<file path="src/hw/eth_tx_pkg.sv">
package eth_tx_pkg;

  localparam int len_w = 11;  // byte count of one payload.
  localparam int word_w = 32;
  localparam int half_w = 16;
  localparam int crc_w = 32;

  typedef logic [len_w-1:0] len_t;
  typedef logic [word_w-1:0] word_t;
  typedef logic [half_w-1:0] half_t;
  typedef logic [crc_w-1:0] crc_t;

  // frame layout on the wire.
  localparam int preamble_octets = 7;
  localparam logic [7:0] preamble_byte = 8'h55;
  localparam logic [7:0] sfd_byte = 8'hD5;

  // bit times of idle high after the fcs.
  localparam int eot_bits = 2;

  // reflected ieee 802.3 polynomial, shifted lsb first.
  localparam crc_t crc_poly = 32'hEDB88320;
  localparam crc_t crc_init = '1;

endpackage

</file>
<file path="src/hw/crc_bus_if.sv">
`timescale 1ns/1ps

interface crc_bus_if;

  logic clear;                 // load crc_init.
  logic data_bit;              // next payload bit, lsb first.
  logic write;
  logic halt;                  // freeze after the last payload bit.
  eth_tx_pkg::crc_t value;     // complemented register, the fcs.

  modport driver (output clear, output data_bit, output write, output halt);

  modport engine (input clear, input data_bit, input write, input halt, output value);

  modport monitor (input value);

endinterface

</file>
<file path="src/hw/octet_bus_if.sv">
`timescale 1ns/1ps

interface octet_bus_if;

  logic octet;                 // last bit_en of an octet.
  logic last_data;             // payload fully fed through the crc.
  eth_tx_pkg::half_t half;     // next halfword for the wire.
  logic run;                   // first halfword staged.

  modport source (output octet, output last_data, output half, output run);

  modport sink (input octet, input last_data, input half, input run);

endinterface

</file>
<file path="src/hw/tx_fetch.sv">
`timescale 1ns/1ps

module tx_fetch #(
  parameter int buf_depth = 512,
  localparam int addr_w = $clog2(buf_depth)
) (
  input  logic               CLK,
  input  logic               frame_rst_n,
  input  logic               bit_en,
  input  eth_tx_pkg::len_t   send_len,
  output logic [addr_w-1:0]  rd_addr,
  input  eth_tx_pkg::word_t  rd_data,
  octet_bus_if.source        octets,
  crc_bus_if.driver          crc
);

  // the crc runs two octets ahead of the wire, so the fcs is
  // settled well before the serializer loads it.
  localparam int lead_octets = 2;
  localparam int first_take = eth_tx_pkg::preamble_octets - lead_octets;

  logic [2:0] bit_cnt;
  logic [2:0] pre_cnt;
  eth_tx_pkg::len_t byte_cnt;
  logic in_pay;
  logic last_q;
  logic run_q;
  logic [7:0] crc_byte;
  logic [7:0] next_byte;
  eth_tx_pkg::half_t half_q;
  logic pay_slot;
  logic take;

  assign octets.octet = bit_en && (bit_cnt == 3'd7);
  assign octets.last_data = last_q;
  assign octets.half = half_q;
  assign octets.run = run_q;

  // octet boundary in the payload part of the schedule.
  assign pay_slot = octets.octet && (in_pay || pre_cnt == 3'(first_take));
  assign take = pay_slot && (byte_cnt != send_len);

  assign crc.clear = !in_pay;  // held in init through the preamble.
  assign crc.data_bit = crc_byte[0];
  assign crc.write = bit_en && in_pay;
  assign crc.halt = last_q;

  // byte of the current word, msb first.
  always_comb
  begin
    case (byte_cnt[1:0])
      2'd0: next_byte = rd_data[31:24];
      2'd1: next_byte = rd_data[23:16];
      2'd2: next_byte = rd_data[15:8];
      default: next_byte = rd_data[7:0];
    endcase
  end

  always_ff @(posedge CLK)
  begin
    if (!frame_rst_n)
    begin
      bit_cnt <= '0;
      pre_cnt <= '0;
      byte_cnt <= '0;
      rd_addr <= '0;
      in_pay <= 1'b0;
      last_q <= 1'b0;
      run_q <= 1'b0;
    end
    else if (bit_en)
    begin
      bit_cnt <= bit_cnt + 3'd1;
      if (octets.octet && !pay_slot)
        pre_cnt <= pre_cnt + 3'd1;  // still in preamble time.
      if (pay_slot)
      begin
        in_pay <= 1'b1;
        if (byte_cnt == send_len)
          last_q <= 1'b1;
      end
      if (take)
      begin
        byte_cnt <= byte_cnt + 1'b1;
        run_q <= 1'b1;
        if (byte_cnt[1:0] == 2'd3)
          rd_addr <= rd_addr + 1'b1;  // word used up.
      end
    end
  end

  // byte shifter for the crc and the halfword stage.
  always_ff @(posedge CLK)
  begin
    if (bit_en)
    begin
      if (take)
      begin
        crc_byte <= next_byte;
        if (!byte_cnt[0])
          half_q <= byte_cnt[1] ? rd_data[15:0] : rd_data[31:16];
      end
      else
        crc_byte <= {1'b0, crc_byte[7:1]};
    end
  end

endmodule

</file>
<file path="src/flat_wrapper.sv">
// flat-port wrapper written by rule: the top's interface ports become plain ports
module tx_fetch_flat 
#(
  parameter int buf_depth = 512,
  localparam int addr_w = $clog2(buf_depth)
)
  (CLK, frame_rst_n, bit_en, send_len, rd_addr, rd_data, octets_octet, octets_last_data, octets_half, octets_run, crc_clear, crc_data_bit, crc_write, crc_halt);
  octet_bus_if octets_i ();
  crc_bus_if crc_i ();
  input  logic CLK;
  input  logic frame_rst_n;
  input  logic bit_en;
  input  eth_tx_pkg::len_t send_len;
  output logic [addr_w-1:0] rd_addr;
  input  eth_tx_pkg::word_t rd_data;
  output wire logic [$bits(octets_i.octet)-1:0] octets_octet;
  output wire logic [$bits(octets_i.last_data)-1:0] octets_last_data;
  output wire logic [$bits(octets_i.half)-1:0] octets_half;
  output wire logic [$bits(octets_i.run)-1:0] octets_run;
  output wire logic [$bits(crc_i.clear)-1:0] crc_clear;
  output wire logic [$bits(crc_i.data_bit)-1:0] crc_data_bit;
  output wire logic [$bits(crc_i.write)-1:0] crc_write;
  output wire logic [$bits(crc_i.halt)-1:0] crc_halt;
  assign octets_octet = octets_i.octet;
  assign octets_last_data = octets_i.last_data;
  assign octets_half = octets_i.half;
  assign octets_run = octets_i.run;
  assign crc_clear = crc_i.clear;
  assign crc_data_bit = crc_i.data_bit;
  assign crc_write = crc_i.write;
  assign crc_halt = crc_i.halt;
  tx_fetch #(.buf_depth(buf_depth)) u_core (.CLK(CLK), .frame_rst_n(frame_rst_n), .bit_en(bit_en), .send_len(send_len), .rd_addr(rd_addr), .rd_data(rd_data), .octets(octets_i), .crc(crc_i));
endmodule
</file>
<file path="config.mk">
export PLATFORM = sky130hd
export DESIGN_NAME = tx_fetch_flat
export DESIGN_NICKNAME = d
export VERILOG_FILES = /design/src/hw/eth_tx_pkg.sv /design/src/hw/crc_bus_if.sv /design/src/hw/octet_bus_if.sv /design/src/hw/tx_fetch.sv /design/src/flat_wrapper.sv
export SDC_FILE = /design/constraint.sdc
export NUM_CORES = 1
export LEC_CHECK = 0
export BUFFER_PORTS_ARGS = -buffer_cell sky130_fd_sc_hd__buf_2
export CORE_MARGIN = 1
export CORE_UTILIZATION = 55
export CTS_BUF_LIST = sky130_fd_sc_hd__clkbuf_4
export DETAILED_ROUTE_END_ITERATION = 12
export PLACE_DENSITY = 0.84
export SETUP_SLACK_MARGIN = 0.05
export SYNTH_ARGS = -nofsm -noshare
export SYNTH_HDL_FRONTEND = slang
export SYNTH_SLANG_ARGS = --single-unit
</file>
<file path="constraint.sdc">
create_clock -name CLK -period 7.6 [get_ports CLK]
set_input_delay 0.38 -clock CLK [delete_from_list [all_inputs] [get_ports CLK]]
set_output_delay 0.38 -clock CLK [all_outputs]
set_load 0.005 [all_outputs]
</file>
**Word level (Yosys, flattened, before mapping)**

Index checks and enable logic that the tools add are counted.

- Logic and storage cells: 40
- Register bits: 53
- Input bits: 46

- $add $sub $neg: 4
- Eq/ne operators: 7
- Bitwise logic cells: 1
- Multiplexer cells: 3
- Reduce and logical (&&, ||, !) cells: 15

Operators by type and width:

| cell | count |
|---|---|
| 8-bit case mux with 3 select lines | 1 |
| 16-bit two-way mux | 1 |
| 11-bit by 1-bit adder with 11-bit output (second input constant) | 1 |
| 11-bit equality test | 1 |
| 11-bit != test | 1 |
| 9-bit by 1-bit adder with 9-bit output (second input constant) | 1 |
| 3-bit AND reduction | 3 |
| 7-bit two-way mux | 1 |
| 3-bit by 1-bit adder with 3-bit output (second input constant) | 2 |
| 3-bit equality test (second input constant) | 2 |
| 2-bit AND reduction | 3 |
| 1-bit logical AND | 5 |
| 2-bit equality test (second input constant) | 2 |
| 2-bit by 1-bit equality test with 1-bit output (second input constant) | 1 |
| 1-bit zero test | 2 |
| 2-bit zero test | 1 |
| 1-bit logical OR | 1 |
| 1-bit inverter | 1 |

**Depth between registers and ports, before layout**

Gate-level depths: netlist (run 1).

- Depth in word-level cells: 6
- Mapped depth: 9

**Worst setup path after synthesis (run 1)**

OpenSTA, ideal clock, no wires.

- Path type: reg2reg
- Start point: register u_core.byte_cnt[1]
- End point: register u_core.half_q[0] (netlist: u_core.octets.half[0]), enable pin
- Setup time: 0.409 ns
- Path slack: 4.745 ns
- Arrival time: 2.446 ns
- Path buffers: 3
- Cell stages (with the launch flop): 8
- Cell sequence: dfxtp_1 > buf_2 > xor2_1 > nor4_1 > and3_1 > buf_2 > buf_4 > nor3_1

- Longest elaborated chain between the ends: 3

RTL lines:

| what | RTL line | source |
|---|---|---|
| from (decl) | tx_fetch.sv:24 | `eth_tx_pkg::len_t byte_cnt;` |
| from (signal assigned) | tx_fetch.sv:84 | `byte_cnt <= byte_cnt + 1'b1;` |
| 11-bit != test | tx_fetch.sv:41 | `assign take = pay_slot && (byte_cnt != send_len);` |
| 1-bit logical AND | tx_fetch.sv:41 |  |
| 3-bit AND reduction (no line) | -- |  |
| to (signal assigned) | tx_fetch.sv:101 | `half_q <= byte_cnt[1] ? rd_data[15:0] : rd_data[31:16];` |
| to (decl) | tx_fetch.sv:30 | `eth_tx_pkg::half_t half_q;` |

Every way passes these cells.
A chain may end at the register's enable or synchronous reset.

**Worst setup path in the final report (run 1)**

- Start point: register u_core.byte_cnt[1]
- End point: register u_core.half_q[13] (netlist: u_core.octets.half[13]), enable pin

The elaborated chain is that of the path after synthesis.

==> impl_metrics.env, run 1 <==
export IMPL_status="completed"
export IMPL_powerDensity_nw_per_um2=147
export IMPL_layout_nets=382
export IMPL_max_stage_delay_ns=1.00
export IMPL_htreeDepth=2
export IMPL_synth_area_leader_cell="edfxtp_1"
export IMPL_p_leak_nw=1.25
export IMPL_antenna_found_initial=0
export IMPL_dpl_hpwl_microns=4030
export IMPL_cts_root_buf="clkbuf_4"
export IMPL_dieArea_sq_um=5220
export IMPL_rsz0062_at_grt="no"
export IMPL_arrival_ns=3.01
export IMPL_via_count=2234
export IMPL_grt_max_degree=24
export IMPL_timing_final_crit_share_pct=39.4
export IMPL_syn_nets=315
export IMPL_die_width_microns=72.3
export IMPL_critPathLaunchType="flip-flop"
export IMPL_firstDrtPassIters=4
export IMPL_grt_pass1_wl_microns=9180
export IMPL_gp_congestion=0.819
export IMPL_drt_initial_drc_count=193
export IMPL_synthTopCellsByArea="edfxtp_1, dfxtp_1, mux2_2"
export IMPL_slew_viol_final=0
export IMPL_clk_latency_ns=0.37
export IMPL_placedCellCount=387
export IMPL_clk_path_buf_depth=2
export IMPL_fillers=373
export IMPL_drive_above_1_share_pct=34.5
export IMPL_drc=0
export IMPL_cts_hold_buffers=0
export IMPL_vias_per_cell=5.66
export IMPL_syn2layout_area_growth_pct=16.7
export IMPL_synth_cell_type_count=40
export IMPL_post_route_min_period_ns=3.00
export IMPL_clock_fmax_mhz=334
export IMPL_first_global_vias=2006
export IMPL_relSlewSlack_pct=21.9
export IMPL_core_rowCount=25
export IMPL_setup_viol=0
export IMPL_ios=78
export IMPL_cts_buffers=5
export IMPL_synth_avg_cell_area_sq_um=10.4
export IMPL_synth_ff_type="dfxtp_1"
export IMPL_fin_cells=395
export IMPL_min_path_type="in -> reg"
export IMPL_ys_ff_latch=53
export IMPL_async_flop_share_pct=0
export IMPL_ys_seq_area_share_pct=47.9
export IMPL_skew_ns=0.00864
export IMPL_cts_tree="yes"
export IMPL_antenna_left=0
export IMPL_maxCapViolCount=0
export IMPL_clk_pin_slew_ns=0.15
export IMPL_cts_num_sinks=53
export IMPL_final_setup_tns_ns=0
export IMPL_finalHoldViolCount=0
export IMPL_netlist_area_leader_share_pct=26.5
export IMPL_gr_total_overflow=0
export IMPL_cts_setup_buffers=0
export IMPL_die_h_microns=72.3
export IMPL_antennaDiodeCount=0
export IMPL_vdd_drop_max_mv=0.0896
export IMPL_endpoint_kind="flip-flop"
export IMPL_wire_per_inst_microns=14.2
export IMPL_cts_resized=0
export IMPL_initial_core_util_pct=57.5
export IMPL_critPathSlowestCell="nor3_2"
export IMPL_required_ns=7.62
export IMPL_grt_usage_pct=22.7
export IMPL_crit_fanout=22
export IMPL_core_region_area_sq_um=4720
export IMPL_worstPathCellList="xor2_1, nor4_1, and3_1, nor3_2"
export IMPL_max_slew_worst_pin_slew_ns=1.16
export IMPL_crit_type="reg -> reg"
export IMPL_synth_warnings=0
export IMPL_synth_edf_count=24
export IMPL_routed_wl_microns=5620
export IMPL_syn_inst=260
export IMPL_portBuffers=77
export IMPL_syn_cell_area_sq_um=2720
[cells in the final DEF (no fill, tap or decap), drive strengths merged, types with 12 or more instances in the layout]
| cell | synthesis | final |
|---|---|---|
| nor2 | 13 | 13 |
| dfxtp | 29 | 29 |
| edfxtp | 24 | 24 |
| buf | 9 | 78 |
| o21ai | 14 | 14 |
| mux2 | 23 | 23 |
| a21oi | 16 | 16 |
| nand2 | 22 | 22 |
| xor2 | 12 | 12 |
[cell usage after synthesis, drive strengths merged (2+ instances only)]
master / n
nand3: 5
o41ai: 2
xnor2: 3
nor4: 5
inv: 8
nor2: 13
buf: 9
mux2i: 5
o21ai: 14
and3: 2
ha: 9
nor3: 5
or3: 9
clkbuf: 9
o31ai: 5
xor2: 12
nand4: 5
dfxtp: 29
nand2: 22
a222oi: 8
o21a: 3
mux2: 23
a21oi: 16
or4: 5
edfxtp: 24
nand2b: 2
[critical path, delay by kind of cell (launching register included)]
family | cells | cell delay [ns]
xor gates and xnor gates | 1 | 0.22
DFF | 1 | 0.90
and+or+nand+nor | 3 | 1.51
[final timing paths]
check                          start  cells past startpoint                endpoint  slack [ns]
setup / recovery  u_core.byte_cnt[1]                      4  u_core.octets.half[13]        4.60
hold reg to reg    u_core.rd_addr[8]                      2       u_core.rd_addr[8]        0.50
hold / removal           rd_data[27]                      2  u_core.octets.half[11]        0.31
setup reg to reg  u_core.byte_cnt[1]                      4  u_core.octets.half[13]        4.60
[flip-flops by register name (all words and copies together), names as in the netlist, 3 cells and up]
signal	count
u_core.pre_cnt	3
u_core.octets.half	16
u_core.bit_cnt	3
u_core.crc_byte	8
u_core.rd_addr	9
u_core.byte_cnt	11
[report_power, final]
| part | internal [mW] | switching [mW] | leakage (nW) |
|---|---|---|---|
| Sequential | 0.301 | 0.00119 | 0.457 |
| Combinational | 0.0182 | 0.0169 | 0.763 |
| Clock | 0.0399 | 0.0893 | 0.0279 |
[per-stage QoR]
stage                     hold slack (ns)  instance area [sq um]  utilization, %  power, mW  setup slack [ns]
final                               0.311                   3170            67.1      0.467              4.60
after global routing                0.283                   3170            67.1      0.486              4.32
after CTS                           0.293                   3170            67.1      0.470              4.57
after detailed placement            0.476                   3110            65.8      0.344              4.61
after global placement              0.451                   3110            65.8      0.343              4.70
after floorplan                     0.460                   2720               -      0.325              4.75
[logic make-up after synthesis]
group                    after synthesis  synth area share [%]
buffers and inverters                 26                  4.38
AO/OA/AOI/OAI                         53                  12.8
AND/OR/NAND/NOR                       76                  14.5
flip-flops                            53                  47.9
XOR/XNOR                              15                  4.84
adder cells (fa/ha/maj)                9                  4.15
multiplexers                          28                  11.4
[layer usage]
layer,GRT usage (%),vias to the layer above,share of wire [%]
met5,0,-,0
met4,6.75,0,0.64
met3,5.42,4,6.5
met2,36.2,86,46
met1,30.8,1045,46
li1,-,1099,-
[cell type report]
cell class / count / area [sq um] / area share (%)
Clock buffer: 6 / 45.0 / 1.42
Clock inverter: 2 / 15.0 / 0.474
Inverter: 8 / 30.0 / 0.948
Multi-Input combinational cell: 181 / 1300 / 41.0
Sequential cell: 53 / 1300 / 41.1
Tap cell: 67 / 83.8 / 2.65
Timing Repair Buffer: 78 / 393 / 12.4
Note: power is estimated with default switching activity, not from simulation.
==> run 2: changes to the inputs <==
--- a/config.mk
+++ b/config.mk
@@ -7,10 +7,10 @@
 export LEC_CHECK = 0
 export BUFFER_PORTS_ARGS = -buffer_cell sky130_fd_sc_hd__buf_2
 export CORE_MARGIN = 1
-export CORE_UTILIZATION = 55
+export CORE_UTILIZATION = 54
 export CTS_BUF_LIST = sky130_fd_sc_hd__clkbuf_4
 export DETAILED_ROUTE_END_ITERATION = 12
-export PLACE_DENSITY = 0.84
+export PLACE_DENSITY = 0.83
 export SETUP_SLACK_MARGIN = 0.05
 export SYNTH_ARGS = -nofsm -noshare
 export SYNTH_HDL_FRONTEND = slang
==> constraint.sdc (replaced) <==
create_clock -name CLK -period 3.1 [get_ports CLK]
set_input_delay 0.155 -clock CLK [delete_from_list [all_inputs] [get_ports CLK]]
set_output_delay 0.155 -clock CLK [all_outputs]
set_load 0.005 [all_outputs]
==> impl_metrics.env, run 2 (synthesis results as in run 1) <==
export IMPL_r2r_end="u_core.rd_addr[7]"
export IMPL_relSlewSlack_pct=51.5
export IMPL_ios=78
export IMPL_core_region_area_sq_um=4790
export IMPL_clk_path_buf_depth=2
export IMPL_max_slew_worst_pin_slew_ns=0.727
export IMPL_p_sw_share_pct=22.2
export IMPL_ff2ff_path_depth=7
export IMPL_drt_initial_drc_count=177
export IMPL_firstDrtPassIters=4
export IMPL_gp_congestion=0.805
export IMPL_whs_path_depth=2
export IMPL_maxCapViolCount=0
export IMPL_clk_pin_slew_ns=0.15
export IMPL_critPathLaunchType="flip-flop"
export IMPL_final_cell_mix="buf_2, dfxtp_1, edfxtp_1, mux2_2, nand2_1"
export IMPL_htreeDepth=2
export IMPL_crit_type="reg -> reg"
export IMPL_final_common_cell="buf_2"
export IMPL_clk_latency_ns=0.37
export IMPL_grt_max_degree=24
export IMPL_cts_setup_buffers=0
export IMPL_placed_cell_area_sq_um=3140
export IMPL_core_rowCount=25
export IMPL_cts_hold_buffers=0
export IMPL_reg2reg_slack_ns=0.72
export IMPL_clock_fmax_mhz=420
export IMPL_endpoint_kind="flip-flop"
export IMPL_crit_fanout=15
export IMPL_finalHoldViolCount=0
export IMPL_fin_hold_ws_ns=0.0853
export IMPL_placedCellCount=391
export IMPL_syn2layout_area_growth_pct=17.7
export IMPL_initial_core_util_pct=56.7
export IMPL_dieArea_sq_um=5320
export IMPL_setup_viol=0
export IMPL_min_path_type="in -> reg"
export IMPL_hold_path_end="u_core.octets.half[14]"
export IMPL_fin_cells=399
export IMPL_finalCoreUtilization_pct=66.8
export IMPL_required_ns=3.40
export IMPL_p_comb_share_pct=7.5
export IMPL_routed_wl_microns=5880
export IMPL_critPathSlowestCell="or4_1"
export IMPL_skew_ns=0.0151
export IMPL_largest_reg_flops=16
export IMPL_die_width_microns=72.9
export IMPL_p_leak_nw=1.28
export IMPL_die_h_microns=72.9
export IMPL_timing_final_crit_share_pct=76.8
export IMPL_status="completed"
export IMPL_gr_total_overflow=0
export IMPL_vias_per_cell=5.68
export IMPL_drive_above_1_share_pct=35.2
export IMPL_antenna_left=0
export IMPL_dpl_hpwl_microns=4390
export IMPL_arrival_ns=2.68
export IMPL_first_global_vias=2049
export IMPL_portBuffers=77
export IMPL_stdcell_area_sq_um=3200
export IMPL_wire_per_inst_microns=14.7
export IMPL_p_seq_share_pct=64.9
export IMPL_final_setup_tns_ns=0
export IMPL_cts_resized=0
export IMPL_cts_buffers=5
export IMPL_intPower_mw=0.889
export IMPL_antennaDiodeCount=0
export IMPL_cpMostUsedCell="ha_1"
export IMPL_pwr_share_clk_pct=27.6
export IMPL_grt_usage_pct=23.3
export IMPL_cts_tree="yes"
export IMPL_max_stage_delay_ns=0.48
export IMPL_layout_nets=386
export IMPL_powerDensity_nw_per_um2=357
export IMPL_via_count=2268
export IMPL_grt_pass1_wl_microns=9400
export IMPL_min_from="rd_data[30]"
export IMPL_cts_num_sinks=53
export IMPL_post_route_min_period_ns=2.38
export IMPL_rr_startpoint="u_core.bit_cnt[0]"
export IMPL_net_switching_power_mw=0.253
export IMPL_cts_root_buf="clkbuf_4"
export IMPL_worstPathCellList="ha_1, ha_1, nand2_4, or2_1, or3_1, or4_1, a21oi_1"
export IMPL_antenna_found_initial=0
export IMPL_drc=0
export IMPL_vdd_drop_max_mv=0.231
export IMPL_rsz0062_at_grt="no"
export IMPL_slew_viol_final=0
==> run 2: how the worst max path moves through the flow <==
| stage | start | endpoint | slack (ns) | cells after the start |
|---|---|---|---|---|
| 6_report | u_core.bit_cnt[0] | u_core.rd_addr[7] | 0.72 | 7 |
| 5_1_grt | u_core.bit_cnt[0] | u_core.rd_addr[7] | 0.57 | 7 |
| 4_1_cts | u_core.bit_cnt[0] | u_core.rd_addr[8] | 0.74 | 7 |
| 3_5_place_dp | u_core.bit_cnt[0] | u_core.rd_addr[8] | 0.78 | 7 |
| 3_3_place_gp | u_core.bit_cnt[0] | u_core.rd_addr[8] | 0.84 | 7 |
| 2_1_floorplan | u_core.byte_cnt[1] | u_core.octets.half[0] | 0.25 | 7 |
==> run 2: final cells by class <==
cell class | count | area [sq um]
fillers | 383 | 1590
multi-input cells | 181 | 1300
clock inverters | 1 | 5.00
inverters | 8 | 30.0
repair buffers | 82 | 423
clock buffers | 7 | 52.6
flip-flops and latches | 53 | 1300
well taps | 67 | 83.8
==> run 2: per-stage QoR <==
stage          setup WS (ns)  total power, mW
2_1_floorplan          0.245            0.797
3_5_place_dp           0.778            0.843
4_1_cts                0.738             1.15
5_1_grt                0.574             1.18
6_report               0.719             1.14
3_3_place_gp           0.840            0.840
==> run 2: power groups by stage <==
stage	Sequential, mW	Clock, mW	Combinational, mW
2_1_floorplan	0.756	0	0.0408
3_3_place_gp	0.757	0	0.0836
3_5_place_dp	0.757	0	0.0860
4_1_cts	0.742	0.323	0.0865
5_1_grt	0.743	0.340	0.0962
6_report	0.741	0.315	0.0859
==> run 2: layer usage <==
metal | GRT usage (%) | routed length, microns
met1 | 30.2 | 2580
met2 | 38.1 | 2850
met3 | 5.52 | 331
met4 | 8.28 | 115
met5 | 0 | 0
==> run 2: worst max-delay path, delay by kind of cell, from the launching register on <==
kind | cells | cell delay, ns
AND/OR/NAND/NOR | 4 | 1.43
adder cells (fa/ha/maj) | 2 | 0.34
AO/OA/AOI/OAI | 1 | 0.15
flip-flops | 1 | 0.39
